<file path="src/design/stream_fifo.sv">
`timescale 1ns/100ps

module stream_fifo #(
  parameter type T     = logic,
  parameter int  DEPTH = 4
) (
  input  logic i_clk,
  input  logic i_rst,
  // Write side
  input  logic i_val,
  input  T     i_dat,
  output logic o_rdy,
  // Read side
  output logic o_val,
  output T     o_dat,
  input  logic i_rdy
);

  // Pointer width stays at least one bit for a single-entry FIFO
  localparam int PTR_W = (DEPTH > 1) ? $clog2(DEPTH) : 1;
  localparam int CNT_W = $clog2(DEPTH + 1);

  T mem [DEPTH];
  logic [PTR_W-1:0] wr_ptr;
  logic [PTR_W-1:0] rd_ptr;
  logic [CNT_W-1:0] count;
  logic             do_wr;
  logic             do_rd;

  // Flags come from the registered count only
  assign o_rdy = (count != CNT_W'(DEPTH));
  assign o_val = (count != '0);
  assign o_dat = mem[rd_ptr];

  assign do_wr = i_val && o_rdy;
  assign do_rd = o_val && i_rdy;

  // Pointers wrap at DEPTH, so any depth works
  always_ff @(posedge i_clk) begin
    if (i_rst) begin
      wr_ptr <= '0;
      rd_ptr <= '0;
      count  <= '0;
    end else begin
      if (do_wr) begin
        wr_ptr <= (wr_ptr == PTR_W'(DEPTH - 1)) ? '0 : wr_ptr + 1'b1;
      end
      if (do_rd) begin
        rd_ptr <= (rd_ptr == PTR_W'(DEPTH - 1)) ? '0 : rd_ptr + 1'b1;
      end
      // Simultaneous read and write leaves the count unchanged
      if (do_wr && !do_rd) begin
        count <= count + 1'b1;
      end else if (do_rd && !do_wr) begin
        count <= count - 1'b1;
      end
    end
  end

  // Storage
  always_ff @(posedge i_clk) begin
    if (do_wr) begin
      mem[wr_ptr] <= i_dat;
    end
  end

endmodule

</file>
<file path="config.mk">
export PLATFORM = sky130hd
export DESIGN_NAME = stream_fifo
export DESIGN_NICKNAME = d
export VERILOG_FILES = /design/src/design/stream_fifo.sv
export SDC_FILE = /design/constraint.sdc
export NUM_CORES = 1
export LEC_CHECK = 0
export BUFFER_PORTS_ARGS = -buffer_cell sky130_fd_sc_hd__buf_4
export CORE_MARGIN = 1.5
export CORE_UTILIZATION = 40
export CTS_CLUSTER_DIAMETER = 60
export CTS_CLUSTER_SIZE = 14
export DETAILED_ROUTE_END_ITERATION = 16
export PLACE_DENSITY = 0.61
export SLEW_MARGIN = 20
export SYNTH_ARGS = -nofsm -noshare
export SYNTH_HDL_FRONTEND = slang
export SYNTH_SLANG_ARGS = --single-unit
</file>
<file path="constraint.sdc">
create_clock -name i_clk -period 3.95 [get_ports i_clk]
set_input_delay 0.395 -clock i_clk [delete_from_list [all_inputs] [get_ports i_clk]]
set_output_delay 0.395 -clock i_clk [all_outputs]
set_load 0.03 [all_outputs]
</file>
==> qor.yml, run 1 <==
grt:
  grt_use_total_pct: 13.5
  grt_pass1_wl_um: 1740
  antenna_found_initial: 0
  grt_pass1_vias: 424
  grt_max_degree: 10
  grt.overflow.total: 0
cts:
  ctsLongestPathBuffers: 2
  clock-sinks: 13
  insertion_delay_ns: 0.27
  holdBufCountCts: 0
  cts_buffers: 3
  post-cts-setup-buffer-count: 0
  root_buffer: "clkbuf_4"
  ctsResizeCount: 0
  clkTransAtPathRegs_ns: 0.07
  cts_tree: "built"
  htree_levels: 1
yosys:
  postSynthAreaPerCell_um2: 11.8
  synth_top_area_cell: "dfxtp_1"
  synth_commonest_cells: "9 x dfxtp_1, 6 x ha_1, 4 x and3_2, 4 x edfxtp_1"
  ys_async_sr_fraction_pct: 0
  synth_top_area_share_pct: 28.7
  ys_ff_latch: 13
  synthCells: 53
  synth.most_common_cell: "dfxtp_1"
  synth-edff-count: 4
  ys.flop_type: "dfxtp_1"
  synth_cell_types: 24
  yosysWarnings: 0
  yosysSeqAreaShare_pct: 47.9
  ys_top_cells_by_area: "dfxtp_1 29%, edfxtp_1 19%, ha_1 12%"
  synth_area_um2: 627
  synth_fp_nets: 65
pwr:
  pwr-share-seq_pct: 40.4
  vdd_drop_max_uv: 387
  p_leak_nw: 0.318
  p_switching_mw: 0.184
  powerDensity_nw_per_um2: 696
  pwr-share-clk_pct: 16.1
  p_sw_share_pct: 36.8
  combPwrFrac_pct: 43.5
  p_int_mw: 0.315
die:
  die_h_um: 42.6
  core-area_um2: 1490
  start_util_pct: 42.1
  rows: 14
  dieArea_um2: 1810
  die_w_um: 42.6
  io_pins: 8
drt:
  first_iter_violations: 8
  wire_per_inst_um: 12.0
  drc: 0
  vias_per_cell: 5.15
  final_antenna_net_count: 0
  vias: 402
  wirelength_um: 935
  firstDrtPassIters: 4
sta:
  hold_slack_ns: 0.319
  setup_viol: 0
  max_freq_mhz: 429
  slew_headroom_pct: 66.0
  drv_slew: 0
  period_share_pct: 59.0
  fin_worst_skew_ns: 0.00297
  rsz0062_at_grt: "false"
  worst_slew_pin_slew_ns: 0.505
  hold_viol_final: 0
  setup_slack_ns: 1.62
  fin_crit_ns: 2.33
  tns_ns: 0
layout:
  finalInstanceArea_um2: 717
  area_delta_synth_final_pct: 14.4
  seq_area_um2: 300
  diodes: 0
  layout-drive-gt1-share_pct: 30.6
  num-fill-cells: 138
  multi_input_area_um2: 307
  final_nets: 75
  post-route-util_pct: 48.2
critical_path:
  r2r-start: "count[0]"
  critPathKind: "flop to flop"
  end_kind: "flop"
  r2r-end: "count[2]"
  reg2reg_slack_ns: 1.62
  r2r_cells: 7
  required_ns: 4.16
  start_kind: "flop"
  critical_path_arrival_ns: 2.54
  crit_path_max_fanout: 5
run_status:
  status: "completed"
worst_hold_path:
  min_path_type: "input port to flop"
  whs_endpoint: "mem[3]"
  hold_depth: 1
  min_from: "i_dat"
job:
  cap_violations: 0
placed_design:
  place_ws_ns: 1.61
  portBuffers: 7
  place_hpwl_um: 731
  gp_congestion: 0.742
  place_area_um2: 691
-- worst max path at each step --
stage                     startpoint        to  slack [ns]
after floorplan             count[0]  count[2]        1.68
after global placement      count[0]  count[2]        1.65
after detailed placement    count[0]  count[2]        1.61
after CTS                   count[0]  count[2]        1.59
after global routing        count[0]  count[2]        1.41
final                       count[0]  count[2]        1.62
-- cells by family (layout without fill, tap and decap cells) --
logic type               Yosys count  count (layout)  synth area share [%]
buffers and inverters              5              14                  3.19
AO/OA/AOI/OAI                      5               5                  5.59
flip-flops                        13              13                  47.9
XOR/XNOR                           2               2                  2.79
multiplexers                       4               4                  8.38
adder cells (fa/ha/maj)            7               7                  15.2
AND/OR/NAND/NOR                   17              17                  17.0
-- metrics by stage --
| step | power (mW) | instances |
|---|---|---|
| finish | 0.499 | 78 |
| global route | 0.544 | 78 |
| CTS | 0.509 | 78 |
| detailed placement | 0.424 | 74 |
| global placement | 0.422 | 74 |
| floorplan | 0.370 | 53 |
-- layer usage --
metal  up-vias  share of wire, %  GRT usage [%]
li1        204                 -              -
met1       188                45           13.5
met4         0                 0           7.50
met2        10                48           22.8
met3         0               6.1           6.47
met5         -                 0              0
-- final cells by class --
class                           count  area share [%]
Inverter                            3            1.57
Timing Repair Buffer                7            7.33
Multi-Input combinational cell     35            42.8
Sequential cell                    13            41.9
Clock buffer                        4            3.66
Tap cell                           16            2.79
-- power by group through the flow --
stage                     clock network [mW]  registers, mW  logic [mW]
after floorplan                            0          0.197       0.173
after global placement                     0          0.204       0.218
after detailed placement                   0          0.205       0.218
after CTS                             0.0854          0.203       0.222
after global routing                  0.0893          0.210       0.245
final                                 0.0804          0.201       0.217
-- worst max-delay path, cell delays in order, from the launching register on --
cell,delay (ns)
dfxtp_1,0.36
o31ai_1,0.49
ha_1,0.28
inv_1,0.06
fa_1,0.37
xor2_1,0.15
or3_2,0.40
a21oi_1,0.14
-- placed cells by master (no fill, tap or decap), types with 2 or more instances in the layout --
| master | netlist | final |
|---|---|---|
| ha_1 | 6 | 6 |
| inv_1 | 3 | 3 |
| nor2_1 | 3 | 3 |
| xor2_1 | 2 | 2 |
| mux2i_1 | 3 | 3 |
| dfxtp_1 | 9 | 9 |
| edfxtp_1 | 4 | 4 |
| a21oi_1 | 2 | 2 |
| buf_4 | 0 | 7 |
| or3_2 | 2 | 2 |
| clkbuf_4 | 0 | 3 |
| nand2b_1 | 2 | 2 |
| and3_2 | 4 | 4 |
Power figures use the tool's default switching activity.
==> inputs of run 2 (changes only) <==
==> constraint.sdc (replaced) <==
create_clock -name i_clk -period 2.2 [get_ports i_clk]
set_input_delay 0.22 -clock i_clk [delete_from_list [all_inputs] [get_ports i_clk]]
set_output_delay 0.22 -clock i_clk [all_outputs]
set_load 0.03 [all_outputs]
==> run 2 against run 1 <==
Sequential cell count unchanged. Clock skew fell by 0.0018 ns. Hold slack got worse by 0.16 ns. Fmax is 12% higher. Wire length is 6.4% lower. Via count is 1.7% higher. Global-route usage shrank 1.1 points. Critical endpoint unchanged. Largest power group unchanged. Highest routed layer is now met4.
==> qor.yml, run 2 (same netlist as run 1, synthesis figures left out) <==
placed_design:
  portBuffers: 7  # unchanged
  gp_congestion: 0.745  # was 0.742
  place_ws_ns: 0.0652  # was 1.61 ns
  place_area_um2: 707  # was 691 um^2
  dp_cells: 76  # was 74
  place_hpwl_um: 689  # was 731 um
critical_path:
  start_kind: "flop"  # unchanged
  critical_path_arrival_ns: 2.28  # was 2.54 ns
  crit_path_max_fanout: 5  # unchanged
  cp_slowest_cell: "or3b_1"  # was o31ai_1
  required_ns: 2.40  # was 4.16 ns
  critPathBufInv: 1  # unchanged
  critPathTopFamily: "simple AND/OR/NAND/NOR gates"  # was adder cells
  end_kind: "flop"  # unchanged
  critPathKind: "flop to flop"  # unchanged
  crit_path_max_incr_delay_ns: 0.40  # was 0.49 ns
  worstPathCellList: "or3b_1 -> and2_4 -> ha_1 -> inv_1 -> fa_1 -> xor2_1 -> or3_2 -> a21oi_1"  # was o31ai_1 -> ha_1 -> inv_1 -> fa_1 -> xor2_1 -> or3_2 -> a21oi_1
cts:
  holdBufCountCts: 0  # unchanged
  insertion_delay_ns: 0.26  # was 0.27 ns
  cts_tree: "built"  # unchanged
  cts_buffers: 3  # unchanged
  htree_levels: 1  # unchanged
  clock-sinks: 13  # unchanged
  root_buffer: "clkbuf_4"  # unchanged
  post-cts-setup-buffer-count: 0  # unchanged
  ctsLongestPathBuffers: 2  # unchanged
  clkTransAtPathRegs_ns: 0.07  # about the same
layout:
  layout.cells.non_filler: 80  # was 78
  area_delta_synth_final_pct: 18.2  # was 14.4%
  layout-drive-gt1-share_pct: 39.1  # was 30.6%
  diodes: 0  # unchanged
  finalInstanceArea_um2: 741  # was 717 um^2
  final_nets: 77  # was 75
  final_cell_mix: "9 x buf_4, 6 x ha_1, 6 x dfxtp_1"  # was 9 x dfxtp_1, 7 x buf_4, 6 x ha_1
  layout_commonest_cell: "buf_4"  # was dfxtp_1
  post-route-util_pct: 49.7  # was 48.2%
sta:
  worst_slew_pin_slew_ns: 0.244  # was 0.505 ns
  period_share_pct: 94.6  # was 59.0%
  max_freq_mhz: 480  # was 429 MHz
  setup_viol: 0  # unchanged
  hold_slack_ns: 0.156  # was 0.319 ns
  fin_crit_ns: 2.08  # was 2.33 ns
  drv_slew: 0  # unchanged
  slew_headroom_pct: 83.6  # was 66.0%
  tns_ns: 0  # unchanged
  setup_slack_ns: 0.119  # was 1.62 ns
  hold_viol_final: 0  # unchanged
  fin_worst_skew_ns: 0.00118  # was 0.00297 ns
  rsz0062_at_grt: "false"  # unchanged
grt:
  grt_use_total_pct: 12.4  # was 13.5%
  grt.busiest_layer: "met2"  # unchanged
  grt_pass1_vias: 409  # was 424
  grt_pass1_wl_um: 1600  # was 1740 um
  grt.overflow.total: 0  # unchanged
  grt_util_met1_pct: 12.4  # was 13.5%
  grt_max_degree: 10  # unchanged
  antenna_found_initial: 0  # unchanged
  use_met2_pct: 21.2  # was 22.8%
  grt.met3_usage_pct: 6.47  # unchanged
run_status:
  status: "completed"  # unchanged
drt:
  firstDrtPassIters: 2  # was 4
  vias: 409  # was 402
  wire_per_inst_um: 10.9  # was 12.0 um
  wirelength_um: 875  # was 935 um
  drc: 0  # unchanged
  final_antenna_net_count: 0  # unchanged
  vias_per_cell: 5.11  # was 5.15
  first_iter_violations: 5  # was 8
die:
  die_w_um: 42.6  # unchanged
  start_util_pct: 42.1  # unchanged
  core-area_um2: 1490  # unchanged
  rows: 14  # unchanged
  dieArea_um2: 1810  # unchanged
  die_h_um: 42.6  # unchanged
  io_pins: 8  # unchanged
worst_hold_path:
  min_path_type: "input port to flop"  # unchanged
pwr:
  p_leak_nw: 0.327  # was 0.318 nW
  total_power_mw: 0.930  # was 0.499 mW
  vdd_drop_max_uv: 553  # was 387 uV
  powerDensity_nw_per_um2: 1260  # was 696 nW/um^2
job:
  cap_violations: 0  # unchanged
==> run 2: changes by cell type in the layout (fill, tap and decap cells not counted) <==
cell | previous run | this run
dfxtp_2 | 0 | 3
o31ai_2 | 1 | 2
o31ai_1 | 1 | 0
dfxtp_1 | 9 | 6
buf_4 | 7 | 9
==> run 2: power breakdown <==
part / switching (mW) / leakage [nW] / internal, mW
Combinational: 0.207 / 0.200 / 0.211
Clock: 0.0711 / 0.0150 / 0.0701
Sequential: 0.0568 / 0.112 / 0.314
Total: 0.335 / 0.327 / 0.595
==> run 2: per-layer routing <==
| layer | share of wire, % | vias to the layer above |
|---|---|---|
| met5 | 0 | - |
| met4 | 1.1 | 0 |
| met3 | 2.5 | 2 |
| met2 | 50 | 2 |
| met1 | 46 | 197 |
| li1 | - | 208 |
==> run 2: worst reg2reg max path, cell delays in order (launching register included) <==
cell	delay (ns)
dfxtp_2	0.36
or3b_1	0.40
and2_4	0.19
ha_1	0.21
inv_1	0.07
fa_1	0.18
xor2_1	0.07
or3_2	0.40
a21oi_1	0.14
==> run 2: final cells by class <==
| cell class | count | area, um^2 |
|---|---|---|
| tap | 16 | 20.0 |
| clock buffer | 4 | 26.3 |
| multi-input combinational | 35 | 312 |
| fill | 137 | 748 |
| sequential | 13 | 304 |
| inverter | 3 | 11.3 |
| timing repair buffer | 9 | 67.6 |
==> run 2: worst paths after layout <==
kind              startpoint         to  slack, ns  cells past startpoint
setup / recovery    count[0]   count[2]       0.12                      8
hold / removal         i_dat     mem[2]       0.16                      1
setup reg to reg    count[0]   count[2]       0.12                      8
hold reg to reg    rd_ptr[0]  rd_ptr[0]       0.50                      2
==> run 2: repair_timing <==
item                       4_1_cts  5_1_grt
setup endpoints to repair        0        1
gates resized for setup          0        3
hold endpoints to repair         0        0
==> inputs of run 3 (changes only) <==
--- a/config.mk
+++ b/config.mk
@@ -6,7 +6,7 @@
 export NUM_CORES = 1
 export LEC_CHECK = 0
 export BUFFER_PORTS_ARGS = -buffer_cell sky130_fd_sc_hd__buf_4
-export CORE_MARGIN = 1.5
+export CORE_MARGIN = 2
 export CORE_UTILIZATION = 40
 export CTS_CLUSTER_DIAMETER = 60
 export CTS_CLUSTER_SIZE = 14
==> run 3 against run 2 <==
Critical path depth shrank 1. First-iteration DRC count shrank 100%. Power grew 0.50%. Sequential cell count is the same. Combinational power grew 2%. Utilization grew 0.17 points. Global-route usage shrank 0.46 points. Largest cell class unchanged. Critical endpoint unchanged. Clock-buffer cell count is the same.
==> qor.yml, run 3 (same netlist as run 1, synthesis figures left out) <==
sta:
  max_freq_mhz: 482  # was 480 MHz
  fin_worst_skew_ns: 0.000683  # was 0.00118 ns
  tns_ns: 0  # unchanged
  hold_viol_final: 0  # unchanged
  fin_crit_ns: 2.08  # about the same
  period_share_pct: 94.3  # was 94.6%
  worst_slew_pin_slew_ns: 0.242  # was 0.244 ns
  rsz0062_at_grt: "false"  # unchanged
  setup_viol: 0  # unchanged
  hold_slack_ns: 0.154  # was 0.156 ns
  drv_slew: 0  # unchanged
  slew_headroom_pct: 83.8  # was 83.6%
layout:
  layout-drive-gt1-share_pct: 40.6  # was 39.1%
  diodes: 0  # unchanged
  area_delta_synth_final_pct: 18.6  # was 18.2%
  seq_area_um2: 304  # unchanged
  final_cell_mix: "9 x buf_4, 6 x dfxtp_1, 5 x ha_1"  # was 9 x buf_4, 6 x ha_1, 6 x dfxtp_1
  finalInstanceArea_um2: 743  # was 741 um^2
  layout.cells.non_filler: 80  # unchanged
  post-route-util_pct: 49.9  # was 49.7%
  final_nets: 77  # unchanged
  num-fill-cells: 137  # unchanged
  multi_input_area_um2: 314  # was 312 um^2
  layout_commonest_cell: "buf_4"  # unchanged
placed_design:
  place_hpwl_um: 679  # was 689 um
  portBuffers: 7  # unchanged
  place_area_um2: 707  # unchanged
  dp_cells: 76  # unchanged
  gp_congestion: 0.767  # was 0.745
cts:
  insertion_delay_ns: 0.26  # about the same
  cts_buffers: 3  # unchanged
  post-cts-setup-buffer-count: 0  # unchanged
  htree_levels: 1  # unchanged
  root_buffer: "clkbuf_4"  # unchanged
  cts_tree: "built"  # unchanged
  clock-sinks: 13  # unchanged
  ctsLongestPathBuffers: 2  # unchanged
  clkTransAtPathRegs_ns: 0.07  # about the same
critical_path:
  critPathTopFamily: "adder cells"  # was simple AND/OR/NAND/NOR gates
  end_kind: "flop"  # unchanged
  critical_path_arrival_ns: 2.27  # was 2.28 ns
  cp_slowest_cell: "or3_2"  # was or3b_1
  crit_path_max_incr_delay_ns: 0.40  # about the same
  critPathKind: "flop to flop"  # unchanged
  start_kind: "flop"  # unchanged
  critPathBufInv: 1  # unchanged
  crit_path_max_fanout: 5  # unchanged
  required_ns: 2.40  # about the same
  worstPathCellList: "o31ai_2 -> ha_2 -> inv_1 -> fa_1 -> xor2_1 -> or3_2 -> a21oi_1"  # was or3b_1 -> and2_4 -> ha_1 -> inv_1 -> fa_1 -> xor2_1 -> or3_2 -> a21oi_1
die:
  start_util_pct: 42.1  # unchanged
  rows: 14  # unchanged
  die_h_um: 43.6  # was 42.6 um
  die_w_um: 43.6  # was 42.6 um
  core-area_um2: 1490  # unchanged
  dieArea_um2: 1900  # was 1810 um^2
  io_pins: 8  # unchanged
pwr:
  p_leak_nw: 0.325  # was 0.327 nW
  vdd_drop_max_uv: 641  # was 553 uV
  powerDensity_nw_per_um2: 1260  # about the same
grt:
  antenna_found_initial: 0  # unchanged
  grt.overflow.total: 0  # unchanged
  grt_use_total_pct: 12.0  # was 12.4%
  grt_max_degree: 10  # unchanged
  grt_pass1_vias: 392  # was 409
  grt_pass1_wl_um: 1640  # was 1600 um
drt:
  wirelength_um: 872  # was 875 um
  wire_per_inst_um: 10.9  # about the same
  first_iter_violations: 0  # was 5
  vias: 398  # was 409
  firstDrtPassIters: 1  # was 2
  drc: 0  # unchanged
  vias_per_cell: 4.98  # was 5.11
  final_antenna_net_count: 0  # unchanged
run_status:
  status: "completed"  # unchanged
job:
  cap_violations: 0  # unchanged
worst_hold_path:
  min_path_type: "input port to flop"  # unchanged
==> run 3: cell counts in the layout (fill, tap and decap cells not counted) <==
Identical to the previous run, type by type.
==> run 3: timing repair <==
action / in CTS / in global routing
setup endpoints to repair: 0 / 1
hold buffers: 0 / 0
gates resized for setup: 0 / 4
==> run 3: cell type report <==
class	instances	area share, %
multi-input cells	35	42.3
flip-flops and latches	13	40.9
repair buffers	9	9.09
clock buffers	4	3.54
well taps	16	2.69
inverters	3	1.52
==> run 3: report_power, final <==
part           leakage [nW]  internal [mW]  switching (mW)
logic                 0.199          0.213           0.211
registers             0.112          0.314          0.0568
clock network        0.0150         0.0701          0.0694
total                 0.325          0.597           0.338
==> run 3: metrics by stage <==
| stage | worst slack [ns] | power [mW] |
|---|---|---|
| after floorplan | 0.0140 | 0.670 |
| after global placement | 0.0356 | 0.779 |
| after detailed placement | 0.0807 | 0.785 |
| after CTS | 0.0572 | 0.932 |
| after global routing | 0.00507 | 1.02 |
| final | 0.125 | 0.935 |
==> run 3: layer usage <==
layer / GRT usage (%) / routed length (um)
met1: 14.5 / 419
met2: 17.6 / 411
met3: 6.25 / 32
met4: 5.45 / 9
met5: 0 / 0
==> run 3: path summary, 6_finish.rpt <==
| check | start | endpoint | slack (ns) | cells after the start |
|---|---|---|---|---|
| max | count[0] | count[2] | 0.12 | 7 |
| min reg2reg | rd_ptr[0] | rd_ptr[0] | 0.49 | 2 |
| max reg2reg | count[0] | count[2] | 0.12 | 7 |
| min | i_dat | mem[2] | 0.15 | 1 |
